`src/common/audio_pkg.sv`:
```
// ==========================================================================
// audio engine shared definitions
// sizes, host bus memory map, sample and stereo types, and the bus and
// RAM write structs used between the register block and the RAMs
// ==========================================================================

package audio_pkg;

    // storage sizes
    localparam int CHANNELS = 8;
    localparam int FRAMES   = 64;
    localparam int CODE     = 256;
    localparam int CHAN_W   = 3;
    localparam int FRAME_W  = 6;
    localparam int CODE_W   = 8;
    localparam int AUDIO    = CHANNELS * FRAMES;
    localparam int AUDIO_W  = 9;

    // window base, compared against addr[31:16]
    localparam logic [15:0] BUS_BASE = 16'h6000;

    // byte offsets inside the window, decoded from addr[12:10]
    localparam logic [15:0] REG_COEF   = 16'h0000;
    localparam logic [15:0] REG_RESULT = 16'h0400;
    localparam logic [15:0] REG_STATUS = 16'h0800;
    localparam logic [15:0] REG_RUN    = 16'h0C00;
    localparam logic [15:0] REG_AUDIO  = 16'h1000;

    // ck cycles per sck half period
    localparam int I2S_DIV = 2;

    typedef logic signed [15:0] sample_t;

    typedef struct packed {
        sample_t left;
        sample_t right;
    } stereo_t;

    typedef struct packed {
        logic        valid;
        logic [3:0]  wstrb;
        logic [31:0] addr;
        logic [31:0] wdata;
    } bus_req_t;

    typedef struct packed {
        logic        ready;
        logic [31:0] rdata;
    } bus_rsp_t;

    // one-cycle write into either RAM
    typedef struct packed {
        logic               we;
        logic [AUDIO_W-1:0] addr;
        logic [31:0]        data;
    } mem_wr_t;

endpackage

```
`src/i2s/i2s_out.sv`:
```
// ==========================================================================
// I2S transmitter
// divides ck down to sck, counts 64 sck periods per frame for ws and
// shifts the stereo result out MSB first with the standard 1-bit delay
// ==========================================================================

`timescale 1ns/1ps

module i2s_out (
    input  logic               ck,
    input  logic               rst,
    input  audio_pkg::stereo_t result,
    output logic               sck,
    output logic               ws,
    output logic               sd
);

    import audio_pkg::*;

    logic [$clog2(I2S_DIV)-1:0] div_cnt;
    logic                       tick;
    logic                       fall;
    logic [5:0]                 posn;
    logic [63:0]                shreg;

    assign tick = int'(div_cnt) == I2S_DIV - 1;
    // sck about to go low
    assign fall = tick && sck;

    // low half of the frame is left
    assign ws = posn[5];
    assign sd = shreg[63];

    always_ff @(posedge ck) begin
        if (rst) begin
            div_cnt <= '0;
            sck     <= 1'b0;
            posn    <= '0;
            shreg   <= '0;
        end else begin
            div_cnt <= tick ? '0 : div_cnt + 1'b1;
            if (tick) begin
                sck <= ~sck;
            end
            if (fall) begin
                posn <= posn + 1'b1;
                if (posn == 6'd63) begin
                    // MSB goes out one period after the ws change
                    shreg <= {1'b0, result.left, 16'b0, result.right, 15'b0};
                end else begin
                    shreg <= {shreg[62:0], 1'b0};
                end
            end
        end
    end

endmodule

```
`config.mk`:
```
export PLATFORM = sky130hd
export DESIGN_NAME = i2s_out
export DESIGN_NICKNAME = d
export VERILOG_FILES = /design/src/common/audio_pkg.sv /design/src/i2s/i2s_out.sv
export SDC_FILE = /design/constraint.sdc
export NUM_CORES = 1
export LEC_CHECK = 0
export ABC_AREA = 1
export BUFFER_PORTS_ARGS = -buffer_cell sky130_fd_sc_hd__buf_2
export CAP_MARGIN = 20
export CORE_MARGIN = 1.5
export CORE_UTILIZATION = 40
export CTS_BUF_LIST = sky130_fd_sc_hd__clkbuf_16
export DETAILED_ROUTE_END_ITERATION = 8
export GPL_TIMING_DRIVEN = 1
export PLACE_DENSITY_LB_ADDON = 0.3
export SLEW_MARGIN = 25
export SYNTH_ARGS = -nofsm -noshare
export SYNTH_HDL_FRONTEND = slang
export SYNTH_SLANG_ARGS = --single-unit
```
`constraint.sdc`:
```
create_clock -name ck -period 1.5 [get_ports ck]
set_input_delay 0.45 -clock ck [delete_from_list [all_inputs] [get_ports ck]]
set_output_delay 0.45 -clock ck [all_outputs]
set_load 0.02 [all_outputs]
```
== Yosys cells after proc, flatten, opt, wreduce, memory -nomap -nowiden ==
Cells that the tools add are included.
Cells by class
  bitwise logic cells: 1
  muxes and demuxes: 1
  eq/ne operators: 1
  add/sub/neg operators: 2
  reduce and logical (&&, ||, !) cells: 2
Operator list (count)
  $mux 64: 1
  $add 6x1->6 const B: 1
  $eq 6x6->1 const B: 1
  $reduce_or 2->1: 1
  $add 1x1->1 const B: 1
  $logic_and 1x1->1: 1
  $not 1->1: 1
Storage, ports and cells
  input port bits: 34
  logic and storage cells: 11
  register bits: 72

== Logic depth before layout (Yosys ltp) ==
Gate-level depths: netlist (run 1).
  depth in word-level cells: 2
  gate-level depth with buffers: 8
  depth with buffers taken out: 7

== Least setup slack after synthesis (run 1) ==
Ideal clock, no wire load.
  path type: reg-to-reg
  start: register sck
  end: register shreg[25]
  cell stages (with the launch flop): 8
  setup slack: 214 ps
  setup time: 114 ps
  path buffers: 2
  arrival: 1172 ps
  period minus slack after synthesis: 1286 ps
  path through: dfxtp_1 nand2_2 nand2_1 inv_2 buf_4 buf_2 nand2_1 nand2_1
On the way
  word-level cells in the longest chain between the ends: 1
Ends and longest elaborated chain
  start: declaration: RTL line i2s_out.sv:13  | output logic sck,
  start signal: assignment: RTL line i2s_out.sv:43  | sck <= ~sck;
  $logic_and 1x1->1: RTL line i2s_out.sv:28  | assign fall = tick && sck;
  end signal: assignment: RTL line i2s_out.sv:49  | shreg <= {1'b0, result.left, 16'b0, result.right, 15'b0};
  end signal: assignment: RTL line i2s_out.sv:51  | shreg <= {shreg[62:0], 1'b0};
  end: declaration: RTL line i2s_out.sv:24  | logic [63:0] shreg;
Every way passes these cells.
A chain may end at the register's enable or synchronous reset.

== Final worst setup path (run 1) ==
  start: register posn[0]
  end: register shreg[53]
On the way
  word-level cells in the longest chain between the ends: 2
Ends and longest elaborated chain
  start: declaration: RTL line i2s_out.sv:23  | logic [5:0] posn;
  start signal: assignment: RTL line i2s_out.sv:46  | posn <= posn + 1'b1;
  $eq 6x6->1: RTL line i2s_out.sv:47  | if (posn == 6'd63) begin
  $mux 64: RTL line i2s_out.sv:47
Every way passes these cells.

==> impl_metrics.ini, run 1 <==
[status]
outcome = complete, no violations

[power_and_ir_drop]
power_switching_w = 0.0007387
switching_share_pct = 21.66
p_leak_nw = 1.644
seq_power_share_pct = 44.8
p_int_w = 0.002671
power_per_cell_area_nw_per_um2 = 1090
irDropWorstVdd_mv = 0.6232
p_clk_share_pct = 51.4
combPwrFrac_pct = 3.8

[cts]
cts-root-buf = clkbuf_16
worstSkewPairLatency_ps = 320
cts_buffers = 9
cts.clk_slew.worst_paths_ps = 50
cts_num_sinks = 57
cts_tree = done
htree_levels = 3
cts_buffer_depth = 2

[drt]
wl_per_cell_um = 9.544
detail-route-antenna-nets = 0
drc = 0
vias_per_cell = 4.414
vias = 2238
first_pass_iters = 4
drt_iter0_drc = 123
drt-total-wl_um = 4839

[sta]
finalCriticalPeriod_ps = 1390
timing.final.crit_share_pct = 92.65
setup_viol = 0
setup_ws_ps = 110.2
slew_viol_final = 0
rsz0062_at_grt = no
fin_worst_skew_ps = 8.384
slew-limit-headroom_pct = 80.34
worst_slew_pin_slew_ps = 293.8
fin_tns_setup_ps = 0
hold_viol = 0
fmax_mhz = 719.5

[logic_synthesis]
synth_cell_types = 24
synth-compound-area-share_pct = 5.072
synth_mux_area_share_pct = 0
yosys_warnings = 0
syn_area_um2 = 2590
synth.net_count = 424
syn_inst = 389
avgSynthCellArea_um2 = 6.658
ys_ff_latch = 57
synth_top_family_by_area = simple AND/OR/NAND/NOR gates
synth_xor_area_share_pct = 0
yosys.area_share.simple_pct = 35.41
seq_area_frac_synth_pct = 44.06
synth-adder-area-share_pct = 0.4831

[critical_path]
crit_type = flop to flop
r2r-start = posn[0]
path_delay_family = simple AND/OR/NAND/NOR gates
slowest_stage = dfxtp_1
crit_chain = ha_2 -> nand3_4 -> nor2_8 -> clkbuf_16 -> nand2_1 -> nand3_1 -> nand2_1
cp.buffers_inverters = 1
worst_ep_arrival_time_ps = 1600
crit_path_start_kind = flop
cp-end-kind = flop
crit_required_ps = 1710
cpPeakStageDelay_ps = 360
startpoint = posn[0]
critical_path.max_fanout = 23
cpMostUsedCell = nand2_1

[finish]
n_antenna_cell = 0
drive_gt1_share_pct = 15.12
syn2layout_area_growth_pct = 20.82
finalNetCount = 460

[floorplanning]
die_w_um = 83.47
ios = 37
core_um2 = 6314
start_util_pct = 41.02
die_h_um = 83.47
num_rows = 29
dieArea_um2 = 6966

[global_routing]
grt_pass1_vias = 2000
grt_pass1_wl_um = 8549
grt_usage_pct = 15.05
grt-ovfl-total = 0
antenna_found_initial = 0
grt_max_degree = 51

[hold_path]
hold_path.class = input port to flop
min_from = rst

[place]
post-dp-hpwl_um = 2915
io_buffers = 36
place_congestion = 0.7585
place_ws_ps = 76.65

[job]
max-cap-violations = 0
## cells in the final DEF (no fill, tap or decap)
cell type,Yosys,routed
nor2_2,2,1
buf_4,2,1
nand3_1,36,36
clkinv_2,0,1
and3_1,1,1
nor3_1,2,2
buf_12,0,4
clkinv_1,0,2
o21bai_1,3,3
nor2_4,0,1
ha_2,0,1
dfxtp_1,57,57
inv_2,2,2
nand4_1,1,1
nor2_1,8,8
inv_1,69,70
a22o_1,1,1
nand2_1,164,164
buf_2,4,36
clkbuf_16,0,10
nand2_2,3,3
o21ai_1,17,17
clkinvlp_4,0,3
o21ai_0,2,2
nor2_8,1,1
a21oi_1,1,1
nand3_4,1,1
## metal layers
metal  up-vias  GRT usage, %  wire length, µm
met5         -             0                0
li1       1230             -                -
met1       965         19.59             2482
met2        39         22.84             2094
met3         4         5.737              221
met4         0         5.514               40
## worst register-to-register path, stage by stage (launching register included)
cell       delay (ps)
dfxtp_1           360
ha_2              240
nand3_4           130
nor2_8            160
clkbuf_16         210
nand2_1            70
nand3_1            70
nand2_1            50
## cells by family after synthesis
kind of cell,count (synthesis)
compound gates,24
buf+inv,88
flops,57
fa+ha+maj,1
simple gates,219
## metrics by stage
stage	instance area (µm²)	util, %	power [W]	hold slack (ps)	std cells
after detailed placement	2838	44.95	0.001691	439.0	490
after global routing	3129	49.56	0.003561	371.5	507
after CTS	3102	49.13	0.003469	356.3	506
after global placement	2838	44.95	0.001690	435.0	490
final	3129	49.56	0.003410	367.3	507
after floorplan	2590	-	0.001623	424.5	389
## final timing paths
| check | to | slack [ps] | cells after the start |
|---|---|---|---|
| setup / recovery | shreg[53] | 110 | 7 |
| hold / removal | div_cnt | 370 | 2 |
| setup reg to reg | shreg[53] | 110 | 7 |
| hold reg to reg | shreg[51] | 450 | 2 |
## power groups by stage
stage	combinational, W	sequential [W]	clock (W)
global route	0.000150	0.00153	0.00188
CTS	0.000134	0.00153	0.00181
global placement	0.000132	0.00156	0
detailed placement	0.000133	0.00156	0
floorplan	0.0000629	0.00156	0
finish	0.000131	0.00153	0.00175
## final cells by class
| class | count | area [µm²] |
|---|---|---|
| clock inverter | 7 | 38.79 |
| timing repair buffer | 42 | 292.8 |
| multi-input combinational | 244 | 1069 |
| inverter | 71 | 266.5 |
| fill | 669 | 3184 |
| sequential | 57 | 1141 |
| tap | 77 | 96.34 |
| clock buffer | 9 | 225.2 |
## sequential cells by signal, indices dropped and copies added, names as in the netlist
signal	cells
div_cnt	1
posn	6
sck	1
shreg	49
## synthesized netlist by cell type
master    number  area, µm²
buf_6          6      67.56
and3_1         1      6.260
buf_1          3      11.26
nor2_8         1      20.02
inv_1         69      259.0
clkbuf_1       2      7.510
nor3_1         2      10.01
a21oi_1        1      5.000
nand4_1        1      6.260
nor2_2         2      12.51
nand3_1       36      180.2
nand3_4        1      17.52
o21bai_1       3      22.52
a22o_1         1      8.760
o21ai_0        2      10.01
o21ai_1       17      85.08
inv_2          2      7.510
ha_1           1      12.51
nand2_1      164      615.6
buf_4          2      15.01
dfxtp_1       57       1141
buf_2          4      20.02
nor2_1         8      30.03
nand2_2        3      18.77
## what timing repair did
| action | 4_1_cts | 5_1_grt |
|---|---|---|
| setup buffers | 0 | 0 |
| gates resized for setup | 0 | 1 |
| hold buffers | 0 | 0 |
| hold endpoints to repair | 0 | 0 |
| setup endpoints to repair | 0 | 29 |
(Power assumes the default switching activity.)
==> run 2, diff against run 1 <==
==> constraint.sdc (replaced) <==
create_clock -name ck -period 1.8 [get_ports ck]
set_input_delay 0.54 -clock ck [delete_from_list [all_inputs] [get_ports ck]]
set_output_delay 0.54 -clock ck [all_outputs]
set_load 0.02 [all_outputs]
==> impl_metrics.ini, run 2 (synthesis results as in run 1) <==
[floorplanning]
die_w_um = 83.47
dieArea_um2 = 6966
start_util_pct = 41.02
die_h_um = 83.47
num_rows = 29
ios = 37
core_um2 = 6314

[place]
io_buffers = 36
place_congestion = 0.7183
post-dp-hpwl_um = 2940
dp.cells = 490

[cts]
cts-root-buf = clkbuf_16
cts_num_sinks = 57
cts_hold_buf = 0
cts.clk_slew.worst_paths_ps = 50
htree_levels = 3
cts_tree = done
cts_buffers = 9
worstSkewPairLatency_ps = 320
cts.repair.resized = 0
cts_buffer_depth = 2
post-cts-setup-buffers = 0

[power_and_ir_drop]
power_per_cell_area_nw_per_um2 = 949.1
p_leak_nw = 1.652
irDropWorstVdd_mv = 0.7537

[drt]
wl_per_cell_um = 9.578
vias_per_cell = 4.416
drt_iter0_drc = 97
drt-total-wl_um = 4837
drc = 0
first_pass_iters = 4
detail-route-antenna-nets = 0
vias = 2230

[job]
max-cap-violations = 0

[sta]
fin_tns_setup_ps = 0
slew-limit-headroom_pct = 78.46
finalCriticalPeriod_ps = 1526
fin_worst_skew_ps = 5.297
timing.final.crit_share_pct = 84.75
setup_viol = 0
fmax_mhz = 655.5
slew_viol_final = 0
hold_viol = 0
worst_slew_pin_slew_ps = 323.1
rsz0062_at_grt = no

[global_routing]
grt_pass1_vias = 1997
antenna_found_initial = 0
grt-ovfl-total = 0
grt_pass1_wl_um = 8659
grt_max_degree = 51
grt_usage_pct = 15.48

[status]
outcome = complete, no violations

[critical_path]
slowest_stage = dfxtp_1
path_delay_family = simple AND/OR/NAND/NOR gates
cp.buffers_inverters = 1
ff2ff_setup_slack_ps = 270
worst_ep_arrival_time_ps = 1740
critical_path.max_fanout = 34
crit_chain = ha_1 -> nand3_4 -> nor2_8 -> buf_12 -> nand2_1 -> nand3_1 -> nand2_1
cpPeakStageDelay_ps = 350
cpMostUsedCell = nand2_1
crit_type = flop to flop
crit_path_start_kind = flop
cp-end-kind = flop
crit_required_ps = 2020

[finish]
multiInputGateArea_um2 = 1066
top_register = shreg
n_antenna_cell = 0
drive_gt1_share_pct = 14.49
register_area_um2 = 1141
top_regs = shreg x49, posn x6
syn2layout_area_growth_pct = 20.24
nFillCells = 672
fin_cells = 505
final_cell_mix = nand2_1, inv_1, dfxtp_1
largest_reg_flops = 49
mostFrequentLayoutCell = nand2_1
finalNetCount = 459

[hold_path]
hold_path.class = flop to flop
-- run 2: cell types whose count changed in the layout (fill, tap and decap cells not counted), sizes merged --
cell,before,now
clkbuf,10,9
bufinv,0,1
clkinvlp,3,0
clkinv,3,4
-- run 2: through the flow --
step	util [%]	total power, W	hold slack (ps)	cell area (µm²)	worst slack (ps)
after floorplan	-	0.001353	424.5	2590	514.4
after global placement	44.95	0.001415	436.4	2838	314.0
after detailed placement	44.95	0.001415	439.0	2838	286.0
after CTS	49.33	0.003000	448.9	3114	260.4
after global routing	49.33	0.003080	459.5	3114	140.4
final	49.33	0.002956	446.2	3114	274.4
-- run 2: final timing paths --
check / start / end / cells after the start
min: shreg[23] / shreg[23] / 2
max reg2reg: posn[1] / shreg[17] / 7
max: posn[1] / shreg[17] / 7
min reg2reg: shreg[23] / shreg[23] / 2
-- run 2: routing by layer --
layer  routed length [µm]  track usage, %  part of all wire [%]  vias up
li1                     -               -                     -     1229
met4                   58           5.812                   1.2        0
met1                 2380           19.42                    49      953
met5                    0               0                     0        -
met3                  242           6.528                   5.0        8
met2                 2156           23.80                    45       40
-- run 2: cell type report --
| cell class | count | area share (%) |
|---|---|---|
| Sequential cell | 57 | 36.64 |
| Multi-Input combinational cell | 244 | 34.23 |
| Timing Repair Buffer | 41 | 8.598 |
| Inverter | 71 | 8.558 |
| Clock buffer | 9 | 7.232 |
| Tap cell | 77 | 3.094 |
| Clock inverter | 6 | 1.647 |
-- run 2: tightest hold or removal path: stages (launching register included) --
cell,delay [ps]
dfxtp_1,300
nand2_1,60
nand2_1,40
-- run 2: report_power, final --
group	internal, W	leakage, nW	switching, W
Sequential	0.00127	0.460	0.00000386
Clock	0.00104	0.141	0.000529
Combinational	0.0000513	1.05	0.0000634
==> run 3, diff against run 2 <==
==> constraint.sdc (replaced) <==
create_clock -name ck -period 1.4 [get_ports ck]
set_input_delay 0.42 -clock ck [delete_from_list [all_inputs] [get_ports ck]]
set_output_delay 0.42 -clock ck [all_outputs]
set_load 0.02 [all_outputs]
==> impl_metrics.ini, run 3 (synthesis results as in run 1) <==
[drt]
vias_per_cell = 4.420
drt_iter0_drc = 160
drc = 0
drt-total-wl_um = 4979
wl_per_cell_um = 9.763
detail-route-antenna-nets = 0
vias = 2254
first_pass_iters = 4

[finish]
mostFrequentLayoutCell = nand2_1
top_regs = shreg x49, posn x6
largest_reg_flops = 49
finalNetCount = 463
top_register = shreg
drive_gt1_share_pct = 16.63
final_cell_mix = nand2_1, inv_1, dfxtp_1
nFillCells = 662
fin_util_pct = 51.35
syn2layout_area_growth_pct = 25.17
n_antenna_cell = 0

[sta]
worst_slew_pin_slew_ps = 309.6
setup_viol = 0
rsz0062_at_grt = no
setup_ws_ps = 112.9
fin_tns_setup_ps = 0
slew-limit-headroom_pct = 79.28
timing.final.crit_share_pct = 91.94
fin_worst_skew_ps = 5.925
finalCriticalPeriod_ps = 1287
fmax_mhz = 776.9
hold_viol = 0
whs_ps = 331.5
slew_viol_final = 0

[critical_path]
reg2regPathDepth = 7
crit_type = flop to flop
r2r-start = posn[0]
crit_required_ps = 1610
cpPeakStageDelay_ps = 360
cpMostUsedCell = nand2_1
ff2ff_setup_slack_ps = 110
cp-end-kind = flop
r2r-end = shreg[59]
crit_path_start_kind = flop
crit_chain = ha_4 -> nand3_4 -> nor2_8 -> buf_4 -> nand2_1 -> nand3_1 -> nand2_1
critical_path.max_fanout = 10
worst_ep_arrival_time_ps = 1500
slowest_stage = dfxtp_2

[floorplanning]
dieArea_um2 = 6966
num_rows = 29
die_w_um = 83.47
die_h_um = 83.47
start_util_pct = 41.02
ios = 37
core_um2 = 6314

[place]
place_congestion = 0.7498
place_ws_ps = 19.60
io_buffers = 36
post-dp-hpwl_um = 3111

[global_routing]
grt_usage_pct = 15.82
grt_pass1_wl_um = 9045
grt-ovfl-total = 0
antenna_found_initial = 0
grt_max_degree = 51
grt_pass1_vias = 2107

[cts]
htree_levels = 3
cts_num_sinks = 57
cts_tree = done
cts.clk_slew.worst_paths_ps = 50
worstSkewPairLatency_ps = 320
cts_buffer_depth = 2
cts_buffers = 9
cts-root-buf = clkbuf_16

[power_and_ir_drop]
irDropWorstVdd_mv = 0.7430
power_per_cell_area_nw_per_um2 = 1305
p_leak_nw = 1.705

[job]
max-cap-violations = 0

[hold_path]
whs_endpoint = shreg[15]
min_from = result[0]
hold_path.class = input port to flop
min_path_cells = 3

[status]
outcome = complete, no violations
run 3: cell count changes in the layout (fill, tap and decap cells not counted):
cell | before | now
buf_12 | 4 | 6
bufinv_16 | 1 | 3
dfxtp_1 | 57 | 55
inv_1 | 70 | 69
clkinv_1 | 2 | 1
dfxtp_2 | 0 | 2
ha_1 | 1 | 0
ha_4 | 0 | 1
clkinv_2 | 2 | 3
buf_4 | 1 | 3
run 3: through the flow:
stage                     power [W]  instance area (µm²)  std cells
after global routing       0.004385                 3242        510
after floorplan            0.001739                 2590        389
after detailed placement   0.001822                 2893        494
after CTS                  0.004295                 3229        510
final                      0.004230                 3242        510
after global placement     0.001823                 2893        494
run 3: metal layers:
layer,wire (µm),global-route usage (%),vias up
met5,0,0,-
met2,2203,26.09,41
met3,253,5.836,6
met1,2485,19.18,976
met4,37,5.216,0
li1,-,-,1231
run 3: power by group:
group | switching [W] | leakage (nW) | internal, W
Sequential | 0.00000612 | 0.460 | 0.00163
Clock | 0.000722 | 0.167 | 0.00172
Combinational | 0.0000832 | 1.08 | 0.0000688
Total | 0.000811 | 1.70 | 0.00342
run 3: worst max-delay path by stage:
stage,start,cells after the start,end,slack (ps)
2_1_floorplan,sck,7,shreg[25],110
3_3_place_gp,posn[0],8,shreg[57],70
3_5_place_dp,posn[1],7,shreg[59],20
4_1_cts,posn[0],7,shreg[59],20
5_1_grt,posn[0],8,shreg[53],2
6_report,posn[0],7,shreg[59],110
run 3: cell type report:
class / instances / area [µm²] / area share (%)
Clock buffer: 9 / 225.2 / 6.947
Tap cell: 77 / 96.34 / 2.972
Clock inverter: 7 / 108.9 / 3.358
Timing Repair Buffer: 45 / 322.8 / 9.958
Inverter: 71 / 266.5 / 8.221
Multi-Input combinational cell: 244 / 1079 / 33.27
Sequential cell: 57 / 1144 / 35.28
run 3: what timing repair did:
item	in CTS	in global routing
hold buffers	0	0
gates resized for setup	1	3
buffers inserted	0	0
setup endpoints to repair	2	30
run 3: critical path: cells and delay by family, from the launching register on:
family | cells | cell delay (ps)
and+or+nand+nor | 5 | 460
buffers and inverters | 1 | 190
DFF | 1 | 360
adders and majority gates | 1 | 160
